`config.mk`:
```
export PLATFORM = sky130hd
export DESIGN_NAME = ram_port_arbiter
export DESIGN_NICKNAME = d
export VERILOG_FILES = /design/src/verilog/sram_share_pkg.sv /design/src/verilog/ram_port_arbiter.sv
export VERILOG_INCLUDE_DIRS = /design/src /design/src/verilog
export SDC_FILE = /design/constraint.sdc
export NUM_CORES = 1
export LEC_CHECK = 0
export BUFFER_PORTS_ARGS = -buffer_cell sky130_fd_sc_hd__buf_2
export CELL_PAD_IN_SITES_DETAIL_PLACEMENT = 1
export CELL_PAD_IN_SITES_GLOBAL_PLACEMENT = 1
export CORE_MARGIN = 5
export CORE_UTILIZATION = 24
export DETAILED_ROUTE_END_ITERATION = 12
export MAX_ROUTING_LAYER = met4
export PLACE_DENSITY_LB_ADDON = 0.1
export RECOVER_POWER = 25
export SETUP_SLACK_MARGIN = 0.2
export SYNTH_ARGS = -nofsm -noshare
export SYNTH_HDL_FRONTEND = slang
export SYNTH_SLANG_ARGS = --single-unit
```
`constraint.sdc`:
```
create_clock -name i_clk -period 1.3 [get_ports i_clk]
set_clock_uncertainty 0.05 [all_clocks]
set_input_delay 0.065 -clock i_clk [delete_from_list [all_inputs] [get_ports i_clk]]
set_output_delay 0.065 -clock i_clk [all_outputs]
set_load 0.01 [all_outputs]
```
`src/verilog/sram_share_consts.svh`:
```
// Shared SRAM sizing
// Byte address, bridge word address and RAM depth
`ifndef SRAM_SHARE_CONSTS_SVH
`define SRAM_SHARE_CONSTS_SVH

// Byte address into the shared RAM
`define SRAM_SHARE_ADDR_W 13

// Bridge word address, two bits short of the byte address
`define SRAM_SHARE_WADR_W 11

// RAM depth in bytes
`define SRAM_SHARE_DEPTH 8192

`endif

```
`src/verilog/sram_share_pkg.sv`:
```
// Shared SRAM types
// Bridge request, RAM port structs and the lane select decode
`default_nettype none

`include "sram_share_consts.svh"

package sram_share_pkg;

   // One data word, whole or as byte lanes (lane 0 is bits 7:0)
   typedef union packed {
      logic [31:0]     word;
      logic [3:0][7:0] lane;
   } word_u;

   typedef struct packed {
      logic [`SRAM_SHARE_WADR_W-1:0] adr;
      word_u                         dat;
      logic [3:0]                    sel;
      logic                          we;
   } brg_req_t;

   typedef struct packed {
      logic                         en;
      logic [`SRAM_SHARE_ADDR_W-1:0] adr;
      logic [7:0]                   dat;
   } ram_wr_t;

   typedef struct packed {
      logic                         en;
      logic [`SRAM_SHARE_ADDR_W-1:0] adr;
   } ram_rd_t;

   // Decoded lane select, lane is the first lane to touch
   typedef struct packed {
      logic       valid;
      logic       full;
      logic [1:0] lane;
   } sel_dec_t;

   // Sel bit 3 is lane 0, bit 0 is lane 3
   function automatic sel_dec_t decode_sel(input logic [3:0] sel);
      sel_dec_t d;
      d = '0;
      case (sel)
         4'b1000: d = '{valid: 1'b1, full: 1'b0, lane: 2'd0};
         4'b0100: d = '{valid: 1'b1, full: 1'b0, lane: 2'd1};
         4'b0010: d = '{valid: 1'b1, full: 1'b0, lane: 2'd2};
         4'b0001: d = '{valid: 1'b1, full: 1'b0, lane: 2'd3};
         4'b1111: d = '{valid: 1'b1, full: 1'b1, lane: 2'd0};
         // Other patterns stay invalid and are never served
         default: d = '0;
      endcase
      return d;
   endfunction

endpackage

`default_nettype wire

```
`src/verilog/ram_port_arbiter.sv`:
```
// RAM port arbiter
// Picks bridge engines or local port for the RAM by mode, steers read
// data back and forms the bridge acknowledge
`timescale 1ns/1ps
`default_nettype none

module ram_port_arbiter (
   input  wire                         i_clk,
   input  wire                         i_rst,
   input  wire                         i_brg_mode,
   input  wire                         i_brg_stb,
   output logic                        o_go,
   input  wire sram_share_pkg::ram_wr_t i_eng_wr,
   input  wire sram_share_pkg::ram_rd_t i_eng_rd,
   input  wire sram_share_pkg::ram_wr_t i_loc_wr,
   input  wire sram_share_pkg::ram_rd_t i_loc_rd,
   output sram_share_pkg::ram_wr_t     o_ram_wr,
   output sram_share_pkg::ram_rd_t     o_ram_rd,
   input  wire [7:0]                   i_ram_rdata,
   output logic [7:0]                  o_eng_rdata,
   output logic [7:0]                  o_loc_rdata,
   input  wire                         i_wr_done,
   input  wire                         i_rd_done,
   input  wire sram_share_pkg::word_u   i_rd_word,
   output logic                        o_brg_ack,
   output logic [31:0]                 o_brg_rdt
);

   logic [31:0] rdt_q;

   // Bridge strobes are dropped entirely in local mode
   assign o_go = i_brg_mode && i_brg_stb;

   assign o_ram_wr = i_brg_mode ? i_eng_wr : i_loc_wr;
   assign o_ram_rd = i_brg_mode ? i_eng_rd : i_loc_rd;

   // Inactive user sees zero
   assign o_eng_rdata = i_brg_mode ? i_ram_rdata : 8'h00;
   assign o_loc_rdata = i_brg_mode ? 8'h00 : i_ram_rdata;

   assign o_brg_ack = i_wr_done || i_rd_done;

   // Last gathered word, kept for the bridge after the ack
   always_ff @(posedge i_clk) begin
      if (i_rst) begin
         rdt_q <= '0;
      end else if (i_rd_done) begin
         rdt_q <= i_rd_word.word;
      end
   end

   // New word is visible together with the ack
   assign o_brg_rdt = i_rd_done ? i_rd_word.word : rdt_q;

   // Engines never finish in the same cycle
   a_one_done: assert property (@(posedge i_clk) disable iff (i_rst)
      !(i_wr_done && i_rd_done))
      else $error("ram_port_arbiter: write and read done together");

endmodule

`default_nettype wire

```
==> metrics.cfg <==
[timing]
fmax_ghz=0.8788
relSlewSlack_pct=83.46
worst_pin_slew_ps=249.1
hold_viol=0
fin_crit_ps=1138
slew_violations=0
setup_tns_ps=0
fin_crit_sh_pct=87.53
rsz0062_at_grt=yes
setup_viol=0
fin_hold_ws_ps=96.44

[cts]
cts_tree=yes
cts_hold_buffers=0
clkLatencyLatePin_ps=280
htreeDepth=2
cts_buffers=5
clock_path_buffers=2
root_buffer=clkbuf_8
clk_pin_slew_ps=70
cts.sinks=32

[die]
pin_count=204
die_y_um=99.28
die_x_um=99.28
start_util_pct=24.76
die_area_um2=9857
row_count=32
core-area_um2=7727

[pwr]
power-per-cell-area_nw_per_um2=857.5
power.total_mw=2.844
ir_drop_uv=585.3
leakagePower_nw=1.668

[yosys]
synth_adder_area_share_pct=0
synth-compound-area-share_pct=0
synth_edf_count=0
yosysSeqAreaShare_pct=33.49
synthSimpleGateAreaFrac_pct=16.35
syn_inst=163
synth_nets=281
synth_cell_type_count=9
synth.top_cells.by_count=40 x nor2b_1, 39 x mux2_2, 32 x dfxtp_1, 29 x mux2_4, 9 x and2_1
synth.most_common_cell=nor2b_1
ys_warn_count=0
synthArstFlopShare_pct=0
synthTopCellsByArea=dfxtp_1 33%, mux2_2 23%, mux2_4 23%
synthMuxAreaShare_pct=45.72
yosys.area.top_type_share_pct=33.49
synth_top_family_by_area=multiplexers
synth_area_leader_cell=dfxtp_1
synth-main-ff-cell=dfxtp_1
ys_ff_latch=32
avgSynthCellArea_um2=11.74
synth_xor_area_share_pct=0
syn-cell-area_um2=1913

[place]
gp_congestion=0.8516
placedCellCount=460
hpwl_um=6422
port_buffers=203

[run_status]
status=complete, no violations

[global_route]
gr-max-usage-layer=met2
gr-usage-all-layers_pct=15.10
met2_usage_pct=25.46
grt_pass1_wl_um=11630
antenna_found_initial=1
grt_overflow=0
first_global_vias=2103
grt_start_max_net_pins=35
met1_usage_pct=16.46
use_met3_pct=5.820

[final_layout]
reg.largest.list=rdt_q x32
fillers=950
syn_to_final_growth_pct=73.38
layout.cells.non_filler=471
top_register=rdt_q
largest_reg_flops=32
drive_gt1_share_pct=70.92
nNetsFinal=485
utilization_pct=42.92

[worst_setup_path]
path_class=flop to output pin
cp.required_ps=1190
cp_max_fo=2
cp-end-kind=output pin
startpoint_type=flop
cp.arrival_ps=1020

[min_path]
hold_path_class=primary input to flop

[flow_run]
maxCapViolCount=0

[routing]
wl_um=7772
first_pass_iters=3
drt_iter0_markers=15
vias=1970
drc=0
ant_nets=0
routedWlPerCell_um=16.50
vias_per_cell=4.183

stage by stage:
step	cell area, um^2	setup WS, ps
floorplan	1913	347.7
global placement	3059	241.7
detailed placement	3059	236.1
CTS	3361	189.0
global route	3317	107.4
finish	3317	162.1
cell type report:
cell class | instances | area, um^2 | share of cell area, %
Clock buffer | 7 | 86.33 | 2.603
Tap cell | 102 | 127.6 | 3.848
Antenna cell | 1 | 2.502 | 0.07544
Sequential cell | 32 | 640.6 | 19.31
Clock inverter | 1 | 7.507 | 0.2263
Multi-Input combinational cell | 118 | 1150 | 34.67
Timing Repair Buffer | 210 | 1303 | 39.27
repair_timing:
action	in CTS	in global routing
gates resized for setup	41	2
setup endpoints to repair	32	32
pin swaps	0	0
buffers inserted	1	1
critical path, stage by stage (launching register included):
cell	delay [ps]
dfxtp_1	300
mux2_1	310
buf_6	140
power by group:
part           internal [mW]  total [mW]  switching, mW
Combinational          0.582       0.985          0.402
Sequential              1.04        1.05         0.0148
Clock                  0.430       0.806          0.376
cells by family (layout without fill, tap and decap cells):
group         after synthesis  after routing
simple gates               50             50
mux                        68             68
other cells                 0              1
flops                      32             32
buf+inv                    13            218
final timing paths:
check	from	end	slack [ps]	depth (start not counted)
hold reg to reg	rdt_q[18]$_SDFF_PP0_	rdt_q[18]$_SDFF_PP0_	540	2
setup / recovery	rdt_q[3]$_SDFF_PP0_	o_brg_rdt[3]	160	2
setup reg to reg	rdt_q[15]$_SDFF_PP0_	rdt_q[15]$_SDFF_PP0_	330	3
hold / removal	i_rd_word[26]	rdt_q[26]$_SDFF_PP0_	100	3
cell usage in the layout, fill, tap and decap left out:
cell / count
diode_2: 1
or2_2: 1
dfxtp_1: 32
clkbuf_8: 6
buf_4: 3
clkbuf_1: 14
buf_2: 158
and2_0: 3
buf_6: 32
buf_12: 4
mux2_1: 12
and2_1: 6
nor2b_1: 40
mux2_2: 37
clkinvlp_4: 1
mux2_4: 19
metal layers:
metal,part of all wire (%),vias up
li1,-,958
met5,0,-
met3,10,14
met1,38,881
met2,49,117
met4,2.7,0
Note: power is estimated with default switching activity, not from simulation.
