==> config.mk <==
export PLATFORM = sky130hd
export DESIGN_NAME = brg_write_slicer
export DESIGN_NICKNAME = d
export VERILOG_FILES = /design/src/verilog/sram_share_pkg.sv /design/src/verilog/brg_write_slicer.sv
export VERILOG_INCLUDE_DIRS = /design/src /design/src/verilog
export SDC_FILE = /design/constraint.sdc
export NUM_CORES = 1
export LEC_CHECK = 0
export ABC_AREA = 1
export CAP_MARGIN = 20
export CORE_UTILIZATION = 54
export DETAILED_ROUTE_END_ITERATION = 8
export DONT_BUFFER_PORTS = 1
export HOLD_SLACK_MARGIN = 0.12
export PLACE_DENSITY = 0.8
export SLEW_MARGIN = 10
export SYNTH_ARGS = -nofsm -noshare
export SYNTH_HDL_FRONTEND = slang
export SYNTH_SLANG_ARGS = --single-unit
export TNS_END_PERCENT = 5
==> constraint.sdc <==
create_clock -name i_clk -period 2.5 [get_ports i_clk]
set_input_delay 0.5 -clock i_clk [delete_from_list [all_inputs] [get_ports i_clk]]
set_output_delay 0.5 -clock i_clk [all_outputs]
set_load 0.005 [all_outputs]
==> src/verilog/sram_share_consts.svh <==
// Shared SRAM sizing
// Byte address, bridge word address and RAM depth
`ifndef SRAM_SHARE_CONSTS_SVH
`define SRAM_SHARE_CONSTS_SVH

// Byte address into the shared RAM
`define SRAM_SHARE_ADDR_W 13

// Bridge word address, two bits short of the byte address
`define SRAM_SHARE_WADR_W 11

// RAM depth in bytes
`define SRAM_SHARE_DEPTH 8192

`endif

==> src/verilog/sram_share_pkg.sv <==
// Shared SRAM types
// Bridge request, RAM port structs and the lane select decode
`default_nettype none

`include "sram_share_consts.svh"

package sram_share_pkg;

   // One data word, whole or as byte lanes (lane 0 is bits 7:0)
   typedef union packed {
      logic [31:0]     word;
      logic [3:0][7:0] lane;
   } word_u;

   typedef struct packed {
      logic [`SRAM_SHARE_WADR_W-1:0] adr;
      word_u                         dat;
      logic [3:0]                    sel;
      logic                          we;
   } brg_req_t;

   typedef struct packed {
      logic                         en;
      logic [`SRAM_SHARE_ADDR_W-1:0] adr;
      logic [7:0]                   dat;
   } ram_wr_t;

   typedef struct packed {
      logic                         en;
      logic [`SRAM_SHARE_ADDR_W-1:0] adr;
   } ram_rd_t;

   // Decoded lane select, lane is the first lane to touch
   typedef struct packed {
      logic       valid;
      logic       full;
      logic [1:0] lane;
   } sel_dec_t;

   // Sel bit 3 is lane 0, bit 0 is lane 3
   function automatic sel_dec_t decode_sel(input logic [3:0] sel);
      sel_dec_t d;
      d = '0;
      case (sel)
         4'b1000: d = '{valid: 1'b1, full: 1'b0, lane: 2'd0};
         4'b0100: d = '{valid: 1'b1, full: 1'b0, lane: 2'd1};
         4'b0010: d = '{valid: 1'b1, full: 1'b0, lane: 2'd2};
         4'b0001: d = '{valid: 1'b1, full: 1'b0, lane: 2'd3};
         4'b1111: d = '{valid: 1'b1, full: 1'b1, lane: 2'd0};
         // Other patterns stay invalid and are never served
         default: d = '0;
      endcase
      return d;
   endfunction

endpackage

`default_nettype wire

==> src/verilog/brg_write_slicer.sv <==
// Bridge write slicer
// Turns a bridge word write into one or four byte writes on the RAM
`timescale 1ns/1ps
`default_nettype none

module brg_write_slicer (
   input  wire                          i_clk,
   input  wire                          i_rst,
   input  wire                          i_go,
   input  wire sram_share_pkg::brg_req_t i_req,
   output sram_share_pkg::ram_wr_t      o_wr,
   output logic                         o_wr_done
);
   import sram_share_pkg::*;

   sel_dec_t   dec;
   logic       start;
   logic       busy;
   logic [1:0] lane_cnt;
   logic [1:0] cur_lane;

   assign dec = decode_sel(i_req.sel);

   // Held strobe is not taken again in the done cycle
   assign start = i_go && i_req.we && dec.valid && !busy && !o_wr_done;

   // Single lane comes from the decode, full word from the counter
   assign cur_lane = busy ? lane_cnt : dec.lane;

   always_ff @(posedge i_clk) begin
      if (i_rst) begin
         busy      <= 1'b0;
         lane_cnt  <= 2'd0;
         o_wr.en   <= 1'b0;
         o_wr_done <= 1'b0;
      end else begin
         o_wr.en   <= start || busy;
         o_wr_done <= start && !dec.full;

         if (start || busy) begin
            o_wr.adr <= {i_req.adr, cur_lane};
            o_wr.dat <= i_req.dat.lane[cur_lane];
         end

         if (start && dec.full) begin
            // Lane 0 goes out now, lanes 1 to 3 follow
            busy     <= 1'b1;
            lane_cnt <= 2'd1;
         end else if (busy) begin
            lane_cnt <= lane_cnt + 2'd1;
            if (lane_cnt == 2'd3) begin
               busy      <= 1'b0;
               o_wr_done <= 1'b1;
            end
         end
      end
   end

   // One done per request, so never two in a row
   a_done_single: assert property (@(posedge i_clk) disable iff (i_rst)
      o_wr_done |=> !o_wr_done)
      else $error("brg_write_slicer: done held for two cycles");

endmodule

`default_nettype wire

==> results_dict.tcl, run 1 <==
set metrics [dict create \
    status "finished, final reports clean" \
    multiInputGateArea_um2 504 \
    hold_start "i_rst" \
    relSlewSlack_pct 53.8 \
    yosys-top-cells-area "edfxtp_1 46%, nand2_1 9.0%, nand3b_1 8.7%" \
    avgSynthCellArea_um2 9.35 \
    grt-ovfl-total 0 \
    syn_to_final_growth_pct 2.89 \
    numCtsBuffers 3 \
    crit-reg2reg-launch "busy$_SDFF_PP0_" \
    yosys.area.top_type_share_pct 45.6 \
    worstReg2RegEnd "o_wr[1]$_DFFE_PP_" \
    gr-usage-all-layers_pct 17.8 \
    portBuffers 0 \
    worst_r2r_path_depth 6 \
    p_clk_share_pct 33.3 \
    root_buffer "clkbuf_4" \
    worstHoldPathCells 1 \
    synth_largest_area_cell "edfxtp_1" \
    layout_commonest_cell "nand2_1" \
    synth_fp_nets 200 \
    synth-edff-count 21 \
    power_switching_w 0.000165 \
    seq_power_share_pct 57.8 \
    clk_latency_ns 0.31 \
    synth.distinct_cells 21 \
    clock_path_buffers 2 \
    grt_pass1_vias 749 \
    fin_util_pct 61.4 \
    period_share_pct 73.7 \
    regArea_um2 731 \
    p_int_w 0.000669 \
    grt_setup_unrepaired "false" \
    core.rowCount 17 \
    cts_hold_buffers 0 \
    htreeDepth 1 \
    crit_path_start "busy$_SDFF_PP0_" \
    setup_violations 0 \
    fmax_mhz 543 \
    grt_pass1_wl_um 3510 \
    arrival_ns 1.93 \
    synth_flop_cell "edfxtp_1" \
    p_leak_nw 0.609 \
    cts.sinks 26 \
    ys_seq_elements 26 \
    wirelength_um 2380 \
    antenna_cells 0 \
    finalHoldWorstSlack_ns 0.238 \
    ctsResizeCount 0 \
    worst_slew_pin_slew_ns 0.692 \
    start_util_pct 59.7 \
    remaining_drc_errors 0 \
    ys_warn_count 0 \
    viasPerCell 5.36 \
    worstSetupPathType "register to register" \
    io_pins 74 \
    die_h_um 52.6 \
    drv_cap 0 \
    p_per_area_nw_per_um2 586 \
    grt_max_degree 22 \
    p_comb_share_pct 8.9 \
    critPathMaxFanout 17 \
    drt_first_iter_violations 19 \
    regToRegSetupSlack_ns 0.66 \
    ir_drop_uv 495 \
    cp.required_ns 2.58 \
    wl_per_cell_um 13.5 \
    min_to "o_wr_done$_SDFF_PP0_" \
    clk_pin_slew_worst_paths_ns 0.14 \
    start_kind "register" \
    die_w_um 52.6 \
    syn_inst 148 \
    routabilityCongestion 0.851 \
    antenna_found_initial 0 \
    fin_nets 201 \
    drive_gt1_share_pct 8.78 \
    final-hold-violation-count 0 \
    nFillCells 178 \
    skew_ns 0.00602 \
    ant_nets 0 \
    seq_area_frac_synth_pct 52.8 \
    slew_viol_final 0 \
    core_um2 2320 \
    post-route-min-period_ns 1.84 \
    fin_setup_tns_ns 0 \
    dr.pass1.iters 5 \
    min_path_type "input port to register" \
    syn_area_um2 1380 \
    final_cell_mix "33 x nand2_1, 23 x inv_1, 22 x nand3_1" \
    postCtsSetupBuffers 0 \
    vias 943 \
    async_flop_share_pct 0 \
    switching_share_pct 19.8 \
    place.detailed.hpwl_um 1870 \
    die-area_um2 2770 \
    cp-end-kind "register" \
    cts_tree "done" \
]
==> registers in the layout, summed over array words and instances (netlist names) <==
register / cells
o_wr_done: 1
busy: 1
lane_cnt: 2
o_wr: 22
==> synthesized netlist by cell type (2+ instances only) <==
cell and count:
dfxtp_1 5, a21oi_1 5, inv_1 23, nand3_1 22, nand2_2 2, nand3b_1 16
edfxtp_1 21, buf_6 3, nor2_1 6, nand2_1 33, inv_2 2
==> worst max path at each step <==
stage | to | slack (ns)
finish | o_wr[1]$_DFFE_PP_ | 0.66
global route | o_wr[4]$_DFFE_PP_ | 0.53
CTS | o_wr[4]$_DFFE_PP_ | 0.67
detailed placement | o_wr[0]$_DFFE_PP_ | 0.68
global placement | o_wr[4]$_DFFE_PP_ | 0.75
floorplan | o_wr[0]$_DFFE_PP_ | 0.12
==> power by group through the flow <==
stage / combinational (W) / sequential, W / clock, W
finish: 0.0000740 / 0.000482 / 0.000278
global route: 0.0000857 / 0.000483 / 0.000295
CTS: 0.0000745 / 0.000482 / 0.000284
detailed placement: 0.0000743 / 0.000492 / 0
global placement: 0.0000722 / 0.000492 / 0
floorplan: 0.0000659 / 0.000491 / 0
==> cells by family after synthesis <==
logic type               count (synthesis)  share of synthesized area (%)
XOR/XNOR                                 1                          0.633
AO/OA/AOI/OAI                            6                           2.98
flip-flops                              26                           52.8
AND/OR/NAND/NOR                         83                           30.9
adder cells (fa/ha/maj)                  1                          0.904
multiplexers                             1                          0.723
buffers and inverters                   30                           11.0
==> worst max-delay path, stage by stage, from the launching register on <==
cell	delay (ns)
dfxtp_1	0.55
inv_2	0.12
or2_1	0.48
nand2_8	0.24
nand2_1	0.07
nand3_1	0.08
nand2_1	0.07
==> per-stage QoR <==
| stage | power, W | instance area, um2 | setup slack, ns | instances |
|---|---|---|---|---|
| floorplan | 0.000557 | 1380 | 0.115 | 148 |
| global placement | 0.000564 | 1370 | 0.754 | 172 |
| detailed placement | 0.000567 | 1370 | 0.679 | 172 |
| CTS | 0.000841 | 1420 | 0.667 | 176 |
| global route | 0.000864 | 1420 | 0.531 | 176 |
| finish | 0.000834 | 1420 | 0.658 | 176 |
==> routing by layer <==
layer / wire length, um / vias up / part of all wire, % / global-route usage [%]
li1: - / 485 / - / -
met1: 1150 / 396 / 48 / 25.4
met3: 194 / 2 / 8.1 / 3.77
met5: 0 / - / 0 / 0
met2: 1010 / 60 / 42 / 25.1
met4: 27 / 0 / 1.1 / 9.21
==> layout make-up <==
type                            count  area share (%)
Timing Repair Buffer                1           0.527
Clock inverter                      1            2.11
Tap cell                           28            2.46
Sequential cell                    26            51.3
Clock buffer                        3            1.58
Multi-Input combinational cell     92            35.4
Inverter                           25            6.59
No activity file was read; power rests on OpenSTA's default activity.
==> inputs of run 2 (changes only) <==
Clock period 2.5 ns to 1.5 ns, I/O delays scaled along.
==> results_dict.tcl, run 2 (synthesis gave the netlist of run 1 again) <==
set metrics [dict create \
    vias 1043 \
    wirelength_um 2590 \
    worst_slew_pin_slew_ns 0.223 \
    setup_ws_ns 0.0760 \
    cp-end-kind "register" \
    cp.required_ns 1.53 \
    multiInputGateArea_um2 527 \
    post_dp_cell_area_um2 1440 \
    top_regs "o_wr x22, lane_cnt x2" \
    skew_ns 0.00897 \
    syn_to_final_growth_pct 17.7 \
    io_pins 74 \
    grt_setup_unrepaired "false" \
    place.detailed.hpwl_um 1990 \
    seq_power_share_pct 56.4 \
    stdcell_count 193 \
    clk_latency_ns 0.31 \
    hold_start "i_req[21]" \
    power_switching_w 0.000278 \
    numCtsBuffers 3 \
    slew_viol_final 0 \
    antenna_found_initial 0 \
    critPathMaxFanout 21 \
    p_per_area_nw_per_um2 874 \
    p_comb_share_pct 11.6 \
    status "finished, final reports clean" \
    remaining_drc_errors 0 \
    die-area_um2 2770 \
    core.rowCount 17 \
    clock_path_buffers 2 \
    final_cell_mix "32 x nand2_1, 23 x inv_1, 22 x nand3_1" \
    worst_r2r_path_depth 5 \
    p_clk_share_pct 32.0 \
    grt-ovfl-total 0 \
    die_h_um 52.6 \
    root_buffer "clkbuf_4" \
    antenna_cells 0 \
    ant_nets 0 \
    regArea_um2 731 \
    grt_pass1_vias 905 \
    worstHoldPathCells 4 \
    cts.sinks 26 \
    grt_max_degree 22 \
    dr.pass1.iters 4 \
    arrival_ns 1.45 \
    ir_drop_uv 807 \
    viasPerCell 5.40 \
    start_kind "register" \
    nFillCells 173 \
    largest-register "o_wr" \
    post-route-min-period_ns 1.42 \
    dp.cells 177 \
    fin_setup_tns_ns 0 \
    largest_reg_flops 22 \
    grt_pass1_wl_um 3840 \
    p_leak_nw 0.697 \
    start_util_pct 59.7 \
    core_um2 2320 \
    min_path_type "input port to register" \
    fmax_mhz 702 \
    fin_area_um2 1630 \
    place_ws_ns 0.0451 \
    crit_path_start "o_wr_done$_SDFF_PP0_" \
    switching_share_pct 19.5 \
    drive_gt1_share_pct 12.7 \
    routabilityCongestion 0.782 \
    drv_cap 0 \
    clk_pin_slew_worst_paths_ns 0.13 \
    period_share_pct 94.9 \
    die_w_um 52.6 \
    cts_tree "done" \
    layout_commonest_cell "nand2_1" \
    portBuffers 0 \
    final-hold-violation-count 0 \
    p_int_w 0.00114 \
    setup_violations 0 \
    relSlewSlack_pct 85.1 \
    worstSetupPathType "register to register" \
    gr-usage-all-layers_pct 19.2 \
    htreeDepth 1 \
    crit-reg2reg-launch "o_wr_done$_SDFF_PP0_" \
    fin_util_pct 70.3 \
    fin_nets 218 \
    drt_first_iter_violations 18 \
    wl_per_cell_um 13.4 \
]
[run 2: metrics by stage]
step                      total power [W]  hold slack (ns)
after floorplan                  0.000931            0.369
after global placement           0.000950            0.371
after detailed placement         0.000956            0.375
after CTS                         0.00143            0.274
after global routing              0.00148            0.284
final                             0.00142            0.280
[run 2: cell type report]
cell class / count / share of cell area (%)
clock inverter: 1 / 1.84
timing repair buffer: 18 / 11.7
sequential: 26 / 44.9
multi-input combinational: 92 / 32.3
inverter: 25 / 5.76
tap: 28 / 2.15
clock buffer: 3 / 1.38
[run 2: per-layer routing]
layer	share of wire (%)	global-route usage [%]	wire length [um]	up-vias
met1	46	25.2	1190	459
met4	0.62	8.77	16	0
li1	-	-	-	521
met2	47	31.9	1210	61
met5	0	0	0	-
met3	6.6	1.74	170	2
[run 2: worst max-delay path, cell delays in order (launching register included)]
cell and delay, ns:
dfxtp_1 0.36, nor2_1 0.14, and3_4 0.21, nand2_2 0.08
a21oi_4 0.18, buf_12 0.18
[run 2: power by group through the flow]
| stage | registers [W] | clock network [W] | logic [W] |
|---|---|---|---|
| after floorplan | 0.000818 | 0 | 0.000112 |
| after CTS | 0.000804 | 0.000463 | 0.000163 |
| after global routing | 0.000805 | 0.000488 | 0.000185 |
| after global placement | 0.000819 | 0 | 0.000130 |
| after detailed placement | 0.000820 | 0 | 0.000136 |
| final | 0.000803 | 0.000455 | 0.000165 |
[run 2: final timing paths]
path,to,slack [ns]
setup / recovery,o_wr[14]$_DFFE_PP_,0.08
setup reg to reg,o_wr[14]$_DFFE_PP_,0.08
hold / removal,o_wr[0]$_DFFE_PP_,0.28
hold reg to reg,lane_cnt[1]$_SDFFE_PP0P_,0.58
[run 2: repair_timing]
| action | 4_1_cts | 5_1_grt |
|---|---|---|
| resized for setup | 0 | 3 |
| endpoints found under the hold margin | 16 | 0 |
| setup buffers | 0 | 0 |
| hold buffers | 12 | 0 |
| setup endpoints to repair | 0 | 14 |
