==> config.mk <==
export PLATFORM = sky130hd
export DESIGN_NAME = brg_read_gather
export DESIGN_NICKNAME = d
export VERILOG_FILES = /design/src/verilog/sram_share_pkg.sv /design/src/verilog/brg_read_gather.sv
export VERILOG_INCLUDE_DIRS = /design/src /design/src/verilog
export SDC_FILE = /design/constraint.sdc
export NUM_CORES = 1
export LEC_CHECK = 0
export ABC_CLOCK_PERIOD_IN_PS = 2900
export BUFFER_PORTS_ARGS = -buffer_cell sky130_fd_sc_hd__buf_2
export CORE_ASPECT_RATIO = 0.5
export CORE_MARGIN = 5
export CORE_UTILIZATION = 48
export DETAILED_ROUTE_END_ITERATION = 8
export HOLD_SLACK_MARGIN = 0.02
export PLACE_DENSITY = 0.84
export RECOVER_POWER = 25
export SYNTH_ARGS = -nofsm -noshare
export SYNTH_HDL_FRONTEND = slang
export SYNTH_SLANG_ARGS = --single-unit
==> constraint.sdc <==
create_clock -name i_clk -period 2.9 [get_ports i_clk]
set_input_delay 0.29 -clock i_clk [delete_from_list [all_inputs] [get_ports i_clk]]
set_output_delay 0.29 -clock i_clk [all_outputs]
set_load 0.01 [all_outputs]
==> src/verilog/sram_share_consts.svh <==
// Shared SRAM sizing
// Byte address, bridge word address and RAM depth
`ifndef SRAM_SHARE_CONSTS_SVH
`define SRAM_SHARE_CONSTS_SVH

// Byte address into the shared RAM
`define SRAM_SHARE_ADDR_W 13

// Bridge word address, two bits short of the byte address
`define SRAM_SHARE_WADR_W 11

// RAM depth in bytes
`define SRAM_SHARE_DEPTH 8192

`endif

==> src/verilog/sram_share_pkg.sv <==
// Shared SRAM types
// Bridge request, RAM port structs and the lane select decode
`default_nettype none

`include "sram_share_consts.svh"

package sram_share_pkg;

   // One data word, whole or as byte lanes (lane 0 is bits 7:0)
   typedef union packed {
      logic [31:0]     word;
      logic [3:0][7:0] lane;
   } word_u;

   typedef struct packed {
      logic [`SRAM_SHARE_WADR_W-1:0] adr;
      word_u                         dat;
      logic [3:0]                    sel;
      logic                          we;
   } brg_req_t;

   typedef struct packed {
      logic                         en;
      logic [`SRAM_SHARE_ADDR_W-1:0] adr;
      logic [7:0]                   dat;
   } ram_wr_t;

   typedef struct packed {
      logic                         en;
      logic [`SRAM_SHARE_ADDR_W-1:0] adr;
   } ram_rd_t;

   // Decoded lane select, lane is the first lane to touch
   typedef struct packed {
      logic       valid;
      logic       full;
      logic [1:0] lane;
   } sel_dec_t;

   // Sel bit 3 is lane 0, bit 0 is lane 3
   function automatic sel_dec_t decode_sel(input logic [3:0] sel);
      sel_dec_t d;
      d = '0;
      case (sel)
         4'b1000: d = '{valid: 1'b1, full: 1'b0, lane: 2'd0};
         4'b0100: d = '{valid: 1'b1, full: 1'b0, lane: 2'd1};
         4'b0010: d = '{valid: 1'b1, full: 1'b0, lane: 2'd2};
         4'b0001: d = '{valid: 1'b1, full: 1'b0, lane: 2'd3};
         4'b1111: d = '{valid: 1'b1, full: 1'b1, lane: 2'd0};
         // Other patterns stay invalid and are never served
         default: d = '0;
      endcase
      return d;
   endfunction

endpackage

`default_nettype wire

==> src/verilog/brg_read_gather.sv <==
// Bridge read gather
// Issues byte reads for a bridge read and collects them into one word
`timescale 1ns/1ps
`default_nettype none

module brg_read_gather (
   input  wire                          i_clk,
   input  wire                          i_rst,
   input  wire                          i_go,
   input  wire sram_share_pkg::brg_req_t i_req,
   input  wire [7:0]                    i_rdata,
   output sram_share_pkg::ram_rd_t      o_rd,
   output sram_share_pkg::word_u        o_rd_word,
   output logic                         o_rd_done
);
   import sram_share_pkg::*;

   sel_dec_t   dec;
   logic       start;
   logic       rd_last;
   logic       ret_vld;
   logic [1:0] ret_lane;
   word_u      word_q;

   assign dec = decode_sel(i_req.sel);

   // No new request while reads are out or in the done cycle
   assign start = i_go && !i_req.we && dec.valid && !o_rd.en && !o_rd_done;

   // Low address bits of the issued read are the lane
   always_ff @(posedge i_clk) begin
      if (i_rst) begin
         o_rd.en   <= 1'b0;
         rd_last   <= 1'b0;
         ret_vld   <= 1'b0;
         o_rd_done <= 1'b0;
      end else begin
         // Return tracking runs one cycle behind the issued read
         ret_vld   <= o_rd.en;
         ret_lane  <= o_rd.adr[1:0];
         o_rd_done <= o_rd.en && rd_last;

         if (start) begin
            o_rd.en  <= 1'b1;
            o_rd.adr <= {i_req.adr, dec.lane};
            rd_last  <= !dec.full;
         end else if (o_rd.en && !rd_last) begin
            o_rd.adr[1:0] <= o_rd.adr[1:0] + 2'd1;
            rd_last       <= (o_rd.adr[1:0] == 2'd2);
         end else begin
            o_rd.en <= 1'b0;
         end
      end
   end

   // Word under assembly with unselected lanes starting at zero
   always_ff @(posedge i_clk) begin
      if (start) begin
         word_q <= '0;
      end else if (ret_vld) begin
         word_q.lane[ret_lane] <= i_rdata;
      end
   end

   // Last byte is merged straight from the RAM so the word is
   // complete in the done cycle
   always_comb begin
      o_rd_word = word_q;
      if (ret_vld) begin
         o_rd_word.lane[ret_lane] = i_rdata;
      end
   end

   // Done comes with the return of the last lane of the request
   a_done_after_read: assert property (@(posedge i_clk) disable iff (i_rst)
      o_rd_done |-> ret_vld && ret_lane == (dec.full ? 2'd3 : dec.lane))
      else $error("brg_read_gather: done without a final read");

endmodule

`default_nettype wire

==> results of run 1 <==
==> routing by layer <==
layer | share of wire | wire length, microns | up-vias
met5 | 0 | 0 | -
met4 | 0.014 | 59 | 0
met3 | 0.049 | 211 | 7
met2 | 0.52 | 2250 | 37
met1 | 0.41 | 1790 | 742
li1 | - | - | 784
==> worst max-delay path: cells and delay by family, from the launching register on <==
| family | cells | cell delay [ns] |
|---|---|---|
| buf+inv | 1 | 0.14 |
| flops | 1 | 0.44 |
| mux | 1 | 0.46 |
| simple gates | 1 | 0.53 |
==> logic make-up after synthesis <==
family,after synthesis,share of synthesized area
compound gates,15,0.0613
xor+xnor,1,0.00421
fa+ha+maj,1,0.00601
buf+inv,44,0.0889
flops,51,0.562
mux,32,0.155
simple gates,55,0.122
==> state kept, by name (all words and copies together), names as in the netlist <==
name and count:
o_rd 14, o_rd_done 1, rd_last 1, ret_lane 2
ret_vld 1, word_q 32
==> stage by stage <==
stage | area [sq um] | power [uW]
final | 2560 | 1420
after global routing | 2560 | 1490
after CTS | 2570 | 1430
after detailed placement | 2470 | 1010
after global placement | 2470 | 999
after floorplan | 2080 | 927
==> worst max path at each step <==
| stage | slack [ns] | end | start |
|---|---|---|---|
| 2_1_floorplan | 0.89 | o_rd[10] | o_rd[13] |
| 3_3_place_gp | 0.79 | o_rd[1] | i_req[0] |
| 3_5_place_dp | 0.79 | o_rd[1] | i_req[0] |
| 4_1_cts | 0.71 | o_rd_word[22] | ret_lane[0] |
| 5_1_grt | 0.61 | o_rd_word[10] | ret_lane[1] |
| 6_report | 0.74 | o_rd_word[22] | ret_lane[0] |
==> cell type report <==
type,count,area share
Sequential cell,51,0.458
Tap cell,54,0.0264
Multi-Input combinational cell,104,0.286
Inverter,33,0.0484
Timing Repair Buffer,75,0.143
Clock buffer,8,0.0391
==> synth_stat cells (2+ instances only) <==
| library cell | n |
|---|---|
| sky130_fd_sc_hd__inv_1 | 33 |
| sky130_fd_sc_hd__a211o_1 | 2 |
| sky130_fd_sc_hd__dfxtp_1 | 36 |
| sky130_fd_sc_hd__clkbuf_1 | 6 |
| sky130_fd_sc_hd__nand2_1 | 4 |
| sky130_fd_sc_hd__mux2_2 | 2 |
| sky130_fd_sc_hd__mux2i_1 | 30 |
| sky130_fd_sc_hd__o21ai_0 | 2 |
| sky130_fd_sc_hd__and2_1 | 2 |
| sky130_fd_sc_hd__a211oi_1 | 4 |
| sky130_fd_sc_hd__nor3_1 | 4 |
| sky130_fd_sc_hd__nor2b_1 | 2 |
| sky130_fd_sc_hd__nor2_1 | 34 |
| sky130_fd_sc_hd__nand3b_1 | 3 |
| sky130_fd_sc_hd__o21a_1 | 2 |
| sky130_fd_sc_hd__buf_6 | 2 |
| sky130_fd_sc_hd__and2b_1 | 2 |
| sky130_fd_sc_hd__edfxtp_1 | 15 |
==> cell usage in the layout (no fill, tap or decap), types with 2 or more instances in the layout <==
cell and instances:
sky130_fd_sc_hd__buf_2 61, sky130_fd_sc_hd__dfxtp_1 36, sky130_fd_sc_hd__nor2_1 34, sky130_fd_sc_hd__inv_1 33, sky130_fd_sc_hd__mux2i_1 30, sky130_fd_sc_hd__edfxtp_1 15
sky130_fd_sc_hd__clkbuf_1 13, sky130_fd_sc_hd__clkbuf_8 7, sky130_fd_sc_hd__nor3_1 4, sky130_fd_sc_hd__a211oi_1 4, sky130_fd_sc_hd__nand2_1 4, sky130_fd_sc_hd__nand3b_1 3
sky130_fd_sc_hd__a211o_1 2, sky130_fd_sc_hd__o21ai_0 2, sky130_fd_sc_hd__nor2b_1 2, sky130_fd_sc_hd__o21a_1 2, sky130_fd_sc_hd__mux2_2 2, sky130_fd_sc_hd__and2b_1 2
sky130_fd_sc_hd__buf_4 2
==> report_power, final <==
part	leakage (uW)	internal (uW)	switching, uW
clock network	0.0000515	218	209
registers	0.000429	779	14.9
logic	0.00103	85.0	112
==> parameters.txt, run 1 <==
Parameter                              Value

Outcome
  Run status    finished clean

Die
  Die Y-Extent    56.6 microns
  DIE WIDTH    103 microns
  Core ar.    between 4000 and 5000 sq um
  Die Footprint    5830 sq um
  Top-Level Pins    between 100 and 150
  Effective utilization at floorplan    0.515
  Cell Rows    16

Setup path
  Worst path arrival time    1.87 ns
  Largest stage delay, worst path    0.53 ns
  Worst Reg2Reg Path Length in Cells    4
  Worst path required time    between 2 and 3 ns
  Critical-path maximum fanout    8
  Source of the worst register-to-register timing path    o_rd[13]
  Endpoint type of the worst setup path    output port
  Setup CP Type    flop to output port
  Worst reg2reg endpoint    o_rd[0]
  Worst-path cell chain    nand3b_1, mux2_2, buf_2
  Register-to-register setup slack    roughly 0.83 ns
  Crit-path slowest cell    sky130_fd_sc_hd__nand3b_1
  Worst setup SP type    flop

Logic synthesis
  Area share of the largest cell type after synthesis    0.346
  Count of state elements after synthesis    51
  Synth warn    0
  Leading post-synthesis cells by cell area    sky130_fd_sc_hd__dfxtp_1 (35%), sky130_fd_sc_hd__edfxtp_1 (22%), sky130_fd_sc_hd__mux2i_1 (14%)
  Fraction of synthesis flops using an asynchronous set or reset pin    0
  Cell area after synthesis    2080 sq um
  Most common flop cell mapped by yosys    sky130_fd_sc_hd__dfxtp_1
  Number of nets produced by synthesis    259
  Number of unique standard cell types used by synthesis    32
  Fraction of the yosys area taken by sequential cells    0.563
  Average cell area after synthesis    10.5 sq um
  Library cell occupying the most area in the post-synthesis netlist    sky130_fd_sc_hd__dfxtp_1
  EDFF count, synth    15
  Gate Count Post-Synth    just under 200

Timing
  Final setup violating endpoints    0
  Transition time at the pin with the least slew margin    0.596 ns
  Number of hold violations in the final report    0
  Clock skew after layout    0.00668 ns
  Shortest clock period the worst path allows after layout    2.16 ns
  Setup slack after layout    0.740 ns
  Final worst-path cycle share    0.745
  Total count of max-transition violations in the final report    0
  Fin Setup TNS    0 ns
  RSZ-0062 raised after global routing    false
  Peak Freq    ~460 MHz
  Headroom to the max-slew limit    0.602
  Hold Slack    0.165 ns

Clock tree
  Total of hold buffers inserted after clock tree synthesis    0
  Number of buffers inserted during clock tree synthesis    5
  Post-CTS setup buffer count    0
  Post-CTS resize count    0
  H-tree levels    2
  CTS tree    built
  CTS Root Buffer Type    sky130_fd_sc_hd__clkbuf_8
  # clock sinks    51
  Max Root-Sink Buffers    2
  Worst skew pair latency    0.29 ns
  Clock slew at the register clock pins of the worst setup and hold paths    0.08 ns

Global route
  Global route overflow    0
  Busiest layer in global routing    met2
  M1 GR Usage    0.175
  Fraction of met3 tracks used by global routing    0.0383
  Via count of the first global-routing pass    1563
  Met2 GRT Util    0.270
  Total track usage    0.154
  Largest net degree at the start of global routing    36
  First-pass GRT wire length    approximately 7000 microns
  Antenna violations before repair    0

Detailed routing
  Aggregate routed wire length    4310 microns
  Detailed-route wire length per cell    13.2 microns
  Number of detailed-routing iterations run before antenna repair    4
  Average vias per placed instance    4.83
  DR DRC count    0
  Routed via count    1570
  Post-route ant nets    0
  Drt initial violations    67

Placed design
  GP Congestion    between 0.7 and 0.8
  Placed Instances    317
  Setup slack after placement    about 0.79 ns
  Detailed Place HPWL    3280 microns
  Input/output buffers    73

Worst hold path
  Class of the worst hold path    primary input to flop
  Min-Delay Startpoint    i_req[45]
  WHS Path Cells    1
  Hold endpoint    o_rd[10]

Pwr
  Pwr per Cell Area    554 nW/um^2
  Cell leakage power    between 0.0015 and 0.002 uW
  Peak supply drop    0.000216 V

Finish
  Antenna diode instance count    0
  Post-route insts no fill    325
  Area growth from synthesis to final layout    22.9%
  Fraction of final layout cells with drive strength greater than 1    0.277
  Net count of the finished layout    330
  Number of inserted filler cells in the final layout    328
  Seq. cell area    1170 sq um
  Final cell utilization of the core    0.633
  Area of the multi-input gates    about 730 sq um

Flow run
  Count of maximum capacitance violations    0
Power figures use the tool's default switching activity.
==> inputs of run 2 (changes only) <==
- ABC_AREA: not set -> 1
- ABC_CLOCK_PERIOD_IN_PS: 2900 -> 2240
- CORE_UTILIZATION: 48 -> 47
- PLACE_DENSITY: 0.84 -> 0.79
- clock period: 2.9 -> 2.24 ns (I/O delays scaled with it)
==> run 2 against run 1 <==
  * Final area rose by 12%
  * Clock power rose by 31%
  * Via count rose by 16%
  * Synthesized area rose by 16%
  * Flip-flop and latch count did not move
  * Synthesized cell count rose by 35%
  * Clock skew fell by 0.00090 ns
  * Sequential power rose by 34%
  * Combinational power rose by 140%
  * Cell count rose by 27%
  * Global-route usage fell by 0.23 points
  * Critical path depth rose by 2
==> parameters.txt, run 2 <==
Parameter                              Value

Outcome
  Run status    finished clean (unchanged)

Pwr
  Net switching power    577 uW (was 336 uW)
  Cell leakage power    0.00162 uW (was 0.00151 uW)
  Sequential cell fraction of total power    0.507 (was 0.560)
  Fraction of power spent switching nets    0.278 (was 0.237)
  Peak supply drop    0.000332 V (was 0.000216 V)
  Internal Power    1500 uW (was 1080 uW)
  Power share of the combinational group    0.224 (was 0.139)
  Power share of the clock group    0.268 (was 0.301)
  Pwr per Cell Area    726 nW/um^2 (was 554 nW/um^2)

Timing
  Peak Freq    502 MHz
  Number of hold violations in the final report    0 (unchanged)
  Clock skew after layout    0.00578 ns (was 0.00668 ns)
  Total count of max-transition violations in the final report    0 (unchanged)
  RSZ-0062 raised after global routing    false (unchanged)
  Transition time at the pin with the least slew margin    0.463 ns (was 0.596 ns)
  Fin Setup TNS    0 ns (unchanged)
  Final setup violating endpoints    0 (unchanged)
  Setup slack after layout    0.247 ns (was 0.740 ns)
  Final worst-path cycle share    0.890
  Shortest clock period the worst path allows after layout    1.99 ns
  Headroom to the max-slew limit    0.691 (was 0.602)

Setup path
  Setup CP Type    flop to output port (unchanged)
  Critical-path maximum fanout    16 (was 8)
  Worst setup SP type    flop (unchanged)
  Worst reg2reg endpoint    o_rd[9] (was o_rd[0])
  Endpoint type of the worst setup path    output port (unchanged)
  Register-to-register setup slack    0.64 ns (was 0.83 ns)
  Origin of the worst setup path    ret_lane[0] (unchanged)
  Worst Reg2Reg Path Length in Cells    5 (was 4)
  Source of the worst register-to-register timing path    o_rd_done (was o_rd[13])
  Worst path required time    2.02 ns (was 2.61 ns)
  Worst path arrival time    1.77 ns (was 1.87 ns)

Die
  DIE WIDTH    111 microns (was 103 microns)
  Die Footprint    6760 sq um (was 5830 sq um)
  Effective utilization at floorplan    0.488 (was 0.515)
  Die Y-Extent    60.7 microns (was 56.6 microns)
  Core ar.    4950 sq um (was 4040 sq um)
  Cell Rows    18 (was 16)
  Top-Level Pins    106 (unchanged)

Detailed routing
  Average vias per placed instance    4.41 (was 4.83)
  Routed via count    1818 (was 1570)
  Aggregate routed wire length    4980 microns (was 4310 microns)
  Post-route ant nets    0 (unchanged)
  Drt initial violations    75 (was 67)
  Detailed-route wire length per cell    12.1 microns (was 13.2 microns)
  DR DRC count    0 (unchanged)
  Number of detailed-routing iterations run before antenna repair    4 (unchanged)

Global route
  Fraction of met3 tracks used by global routing    0.0369 (was 0.0383)
  First-pass GRT wire length    8000 microns (was 7030 microns)
  Antenna violations before repair    0 (unchanged)
  Busiest layer in global routing    met2 (unchanged)
  Global route overflow    0 (unchanged)
  Met2 GRT Util    0.303 (was 0.270)
  Largest net degree at the start of global routing    36 (unchanged)
  Total track usage    0.152 (was 0.154)
  M1 GR Usage    0.156 (was 0.175)
  Via count of the first global-routing pass    1875 (was 1563)

Finish
  Flip-flop count of the largest register, all copies and words added    32 (unchanged)
  Fraction of final layout cells with drive strength greater than 1    0.444 (was 0.277)
  Antenna diode instance count    0 (unchanged)
  Registers with the most flip-flops    word_q (32), o_rd (14), ret_lane (2) (unchanged)
  Final cell utilization of the core    0.578 (was 0.633)
  Post-route cell area    2860 sq um (was 2560 sq um)
  Leading cell type in the layout, fill and taps excluded    sky130_fd_sc_hd__inv_1 (was sky130_fd_sc_hd__buf_2)
  Commonest non-fill, non-tap cells in the layout    sky130_fd_sc_hd__inv_1 (69), sky130_fd_sc_hd__buf_2 (62), sky130_fd_sc_hd__nand2_1 (37), sky130_fd_sc_hd__dfxtp_1 (36), sky130_fd_sc_hd__o21ai_2 (30) (was sky130_fd_sc_hd__buf_2 (61), sky130_fd_sc_hd__dfxtp_1 (36), sky130_fd_sc_hd__nor2_1 (34), sky130_fd_sc_hd__inv_1 (33), sky130_fd_sc_hd__mux2i_1 (30))
  Net count of the finished layout    401 (was 330)
  Post-route insts no fill    412 (was 325)
  Area growth from synthesis to final layout    18.4% (was 22.9%)
  Register with the most flip-flops    word_q (unchanged)

Flow run
  Count of maximum capacitance violations    0 (unchanged)

Clock tree
  Total of hold buffers inserted after clock tree synthesis    0 (unchanged)
  H-tree levels    2 (unchanged)
  Post-CTS setup buffer count    0 (unchanged)
  Worst skew pair latency    0.30 ns (was 0.29 ns)
  CTS Root Buffer Type    sky130_fd_sc_hd__clkbuf_8 (unchanged)
  CTS tree    built (unchanged)
  Clock slew at the register clock pins of the worst setup and hold paths    0.08 ns (about the same)
  Number of buffers inserted during clock tree synthesis    5 (unchanged)
  Post-CTS resize count    0 (unchanged)
  Max Root-Sink Buffers    2 (unchanged)
  # clock sinks    51 (unchanged)

Placed design
  Post-place instance area    2780 sq um (was 2470 sq um)
  Input/output buffers    73 (unchanged)
  GP Congestion    0.721 (was 0.771)
  Placed Instances    404 (was 317)
  Setup slack after placement    0.590 ns (was 0.788 ns)
  Detailed Place HPWL    3810 microns (was 3280 microns)

Logic synthesis
  Average cell area after synthesis    9.02 sq um (was 10.5 sq um)
  Library cell with the highest instance count after synthesis    sky130_fd_sc_hd__inv_1 (was sky130_fd_sc_hd__dfxtp_1)
  Area share of the largest cell type after synthesis    0.298 (was 0.346)
  EDFF count, synth    15 (unchanged)
  Leading post-synthesis cells by cell area    sky130_fd_sc_hd__dfxtp_1 (30%), sky130_fd_sc_hd__edfxtp_1 (19%), sky130_fd_sc_hd__o21ai_2 (11%) (was sky130_fd_sc_hd__dfxtp_1 (35%), sky130_fd_sc_hd__edfxtp_1 (22%), sky130_fd_sc_hd__mux2i_1 (14%))
  Gate Count Post-Synth    268 (was 199)
  Fraction of the yosys area taken by sequential cells    0.484 (was 0.563)
  Library cell occupying the most area in the post-synthesis netlist    sky130_fd_sc_hd__dfxtp_1 (unchanged)
  Cell area after synthesis    2420 sq um (was 2080 sq um)
  Most frequent cells after synthesis    sky130_fd_sc_hd__inv_1 (69), sky130_fd_sc_hd__nand2_1 (37), sky130_fd_sc_hd__dfxtp_1 (36) (was sky130_fd_sc_hd__dfxtp_1 (36), sky130_fd_sc_hd__nor2_1 (34), sky130_fd_sc_hd__inv_1 (33))
  Fraction of synthesis flops using an asynchronous set or reset pin    0 (unchanged)
  Most common flop cell mapped by yosys    sky130_fd_sc_hd__dfxtp_1 (unchanged)
  Count of state elements after synthesis    51 (unchanged)
  Synth warn    0 (unchanged)
  Number of nets produced by synthesis    328 (was 259)
  Number of unique standard cell types used by synthesis    24 (was 32)

Worst hold path
  WHS Path Cells    1 (unchanged)
  Hold endpoint    o_rd[6] (was o_rd[10])
  Class of the worst hold path    primary input to flop (unchanged)
  Min-Delay Startpoint    i_req[41] (was i_req[45])
-- run 2: worst max path at each step --
| stage | slack [ns] | end | depth (start not counted) |
|---|---|---|---|
| final | 0.25 | o_rd_word[20] | 5 |
| after global routing | 0.09 | o_rd_word[21] | 5 |
| after floorplan | 0.89 | o_rd[10] | 5 |
| after CTS | 0.21 | o_rd_word[20] | 5 |
| after detailed placement | 0.59 | o_rd_word[21] | 5 |
| after global placement | 0.63 | o_rd_word[21] | 5 |
-- run 2: cells by family after synthesis --
| kind of cell | share of synthesized area |
|---|---|
| simple gates | 0.232 |
| buf+inv | 0.159 |
| flops | 0.484 |
| compound gates | 0.119 |
| fa+ha+maj | 0.00518 |
-- run 2: area by class of cell --
cell class                      count  area [sq um]
Fill cell                         461          2090
Sequential cell                    51          1170
Multi-Input combinational cell    134           860
Timing Repair Buffer               73           352
Inverter                           76           293
Clock buffer                        8           100
Tap cell                           70          87.6
-- run 2: power groups by stage --
stage          logic, uW  registers, uW  clock network [uW]
2_1_floorplan        316           1070                   0
3_3_place_gp         446           1070                   0
3_5_place_dp         469           1080                   0
4_1_cts              475           1060                 570
5_1_grt              522           1060                 607
6_report             467           1060                 558
-- run 2: per-stage QoR --
step,total power [uW],hold WS [ns]
after floorplan,1390,0.302
after global placement,1520,0.402
after detailed placement,1550,0.403
after CTS,2100,0.0879
after global routing,2190,0.0815
final,2080,0.0976
-- run 2: critical path, stage by stage, from the launching register on --
cell,delay [ns]
sky130_fd_sc_hd__edfxtp_1,0.48
sky130_fd_sc_hd__inv_2,0.13
sky130_fd_sc_hd__nand3_2,0.30
sky130_fd_sc_hd__o21ai_2,0.35
sky130_fd_sc_hd__inv_1,0.07
sky130_fd_sc_hd__buf_2,0.14
-- run 2: per-layer routing --
metal  vias up  wire (microns)
met5         -               0
met1       837            2030
li1        939               -
met3        12             180
met2        30            2690
met4         0              88
==> inputs of run 3 (changes only) <==
- CORE_UTILIZATION: 47 -> 45
- CTS_BUF_LIST: not set -> sky130_fd_sc_hd__clkbuf_4 sky130_fd_sc_hd__clkbuf_8
- PLACE_DENSITY: 0.79 -> 0.77
==> run 3 against run 2 <==
  * Final area shrank 0.44%
  * Sequential share of layout area up 0.18 points
  * Sequential power about the same
  * Cell count unchanged
  * Core utilization fell by 1.5 points
  * Non-clock buffer count unchanged
  * Register-to-register slack lost 0.02 ns
  * Power decreased by 2.2%
  * Clock-buffer cell count decreased by 2
  * Critical path depth did not move
  * Critical endpoint is now o_rd_word[17]
  * Largest cell class unchanged
==> parameters.txt, run 3 (synthesis gave the netlist of run 2 again) <==
Parameter                              Value

Finish
  Registers with the most flip-flops    word_q (32), o_rd (14), ret_lane (2) (unchanged)
  Post-route cell area    2850 sq um (was 2860 sq um)
  Number of inserted filler cells in the final layout    474 (was 461)
  Antenna diode instance count    0 (unchanged)
  Flip-flop count of the largest register, all copies and words added    32 (unchanged)
  Area growth from synthesis to final layout    17.9% (was 18.4%)
  Fraction of final layout cells with drive strength greater than 1    0.447 (was 0.444)
  Commonest non-fill, non-tap cells in the layout    sky130_fd_sc_hd__inv_1 (69), sky130_fd_sc_hd__buf_2 (62), sky130_fd_sc_hd__nand2_1 (37), sky130_fd_sc_hd__dfxtp_1 (36), sky130_fd_sc_hd__o21ai_2 (30) (unchanged)
  Net count of the finished layout    401 (unchanged)
  Leading cell type in the layout, fill and taps excluded    sky130_fd_sc_hd__inv_1 (unchanged)
  Register with the most flip-flops    word_q (unchanged)

Detailed routing
  Detailed-route wire length per cell    11.6 microns (was 12.1 microns)
  Average vias per placed instance    4.38 (was 4.41)
  DR DRC count    0 (unchanged)
  Routed via count    1803 (was 1818)
  Aggregate routed wire length    4800 microns (was 4980 microns)
  Post-route ant nets    0 (unchanged)
  Number of detailed-routing iterations run before antenna repair    4 (unchanged)
  Drt initial violations    81 (was 75)

Die
  Die Y-Extent    61.8 microns (was 60.7 microns)
  DIE WIDTH    114 microns (was 111 microns)
  Core ar.    5070 sq um (was 4950 sq um)
  Die Footprint    7030 sq um (was 6760 sq um)
  Top-Level Pins    106 (unchanged)
  Cell Rows    18 (unchanged)
  Effective utilization at floorplan    0.477 (was 0.488)

Pwr
  Pwr per Cell Area    713 nW/um^2 (was 726 nW/um^2)
  Peak supply drop    0.000352 V (was 0.000332 V)
  Cell leakage power    0.00161 uW (was 0.00162 uW)

Setup path
  Worst setup SP type    flop (unchanged)
  Critical-path maximum fanout    16 (unchanged)
  Endpoint type of the worst setup path    output port (unchanged)
  Setup CP Type    flop to output port (unchanged)
  Worst path arrival time    1.76 ns (was 1.77 ns)
  Worst path required time    2.02 ns (about the same)

Clock tree
  Max Root-Sink Buffers    2 (unchanged)
  Number of buffers inserted during clock tree synthesis    5 (unchanged)
  Post-CTS setup buffer count    0 (unchanged)
  # clock sinks    51 (unchanged)
  Clock slew at the register clock pins of the worst setup and hold paths    0.08 ns (about the same)
  CTS Root Buffer Type    sky130_fd_sc_hd__clkbuf_8 (unchanged)
  Total of hold buffers inserted after clock tree synthesis    0 (unchanged)
  H-tree levels    2 (unchanged)
  Post-CTS resize count    0 (unchanged)
  CTS tree    built (unchanged)
  Worst skew pair latency    0.29 ns (was 0.30 ns)

Timing
  Final worst-path cycle share    0.888 (was 0.890)
  Fin Setup TNS    0 ns (unchanged)
  Number of hold violations in the final report    0 (unchanged)
  Headroom to the max-slew limit    0.701 (was 0.691)
  Setup slack after layout    0.252 ns (was 0.247 ns)
  Transition time at the pin with the least slew margin    0.448 ns (was 0.463 ns)
  RSZ-0062 raised after global routing    false (unchanged)
  Total count of max-transition violations in the final report    0 (unchanged)
  Clock skew after layout    0.00517 ns (was 0.00578 ns)
  Peak Freq    503 MHz (was 502 MHz)
  Shortest clock period the worst path allows after layout    1.99 ns (about the same)
  Final setup violating endpoints    0 (unchanged)
  Hold Slack    0.105 ns (was 0.0976 ns)

Outcome
  Run status    finished clean (unchanged)

Global route
  Via count of the first global-routing pass    1758 (was 1875)
  Antenna violations before repair    0 (unchanged)
  Global route overflow    0 (unchanged)
  Largest net degree at the start of global routing    36 (unchanged)
  First-pass GRT wire length    7920 microns (was 8000 microns)
  Total track usage    0.144 (was 0.152)

Placed design
  GP Congestion    0.725 (was 0.721)
  Input/output buffers    73 (unchanged)
  Setup slack after placement    0.572 ns (was 0.590 ns)
  Detailed Place HPWL    3660 microns (was 3810 microns)
  Post-place instance area    2780 sq um (unchanged)

Worst hold path
  Class of the worst hold path    primary input to flop (unchanged)

Flow run
  Count of maximum capacitance violations    0 (unchanged)
## run 3: cell types whose count changed in the layout (fill, tap and decap cells not counted), sizes merged
cell    delta
clkbuf     -2
clkinv     +1
inv        +1
## run 3: critical path: stages, from the launching register on
cell	delay [ns]
sky130_fd_sc_hd__edfxtp_1	0.48
sky130_fd_sc_hd__inv_2	0.13
sky130_fd_sc_hd__nand3_2	0.33
sky130_fd_sc_hd__o21ai_2	0.33
sky130_fd_sc_hd__inv_1	0.07
sky130_fd_sc_hd__buf_2	0.14
## run 3: cell type report
cell class	instances	area (sq um)	share of cell area
multi-input cells	134	860	0.302
repair buffers	73	352	0.123
clock inverters	2	11.3	0.00395
well taps	70	87.6	0.0307
inverters	76	293	0.103
clock buffers	6	76.3	0.0268
flip-flops and latches	51	1170	0.411
## run 3: final timing paths
path | from | endpoint | slack [ns] | cells past startpoint
setup / recovery | ret_lane[0] | o_rd_word[17] | 0.25 | 5
hold / removal | i_req[37] | o_rd[2] | 0.10 | 1
setup reg to reg | o_rd_done | o_rd[9] | 0.62 | 5
hold reg to reg | rd_last | o_rd_done | 0.46 | 2
## run 3: power by group
part           switching, uW  internal [uW]
combinational            268            189
sequential              23.7           1030
clock                    289            232
total                    581           1450
## run 3: routing by layer
layer  GRT usage  vias up  wire length, microns
li1            -      939                     -
met1       0.171      831                  2100
met2       0.275       29                  2510
met3      0.0280        4                   162
met4      0.0445        0                    22
met5           0        -                     0
## run 3: stage by stage
step / total power (uW) / cells / util
detailed placement: 1540 / 404 / 0.548
CTS: 2060 / 412 / 0.566
global placement: 1520 / 404 / 0.548
floorplan: 1390 / 268 / -
global route: 2150 / 412 / 0.562
finish: 2030 / 412 / 0.562
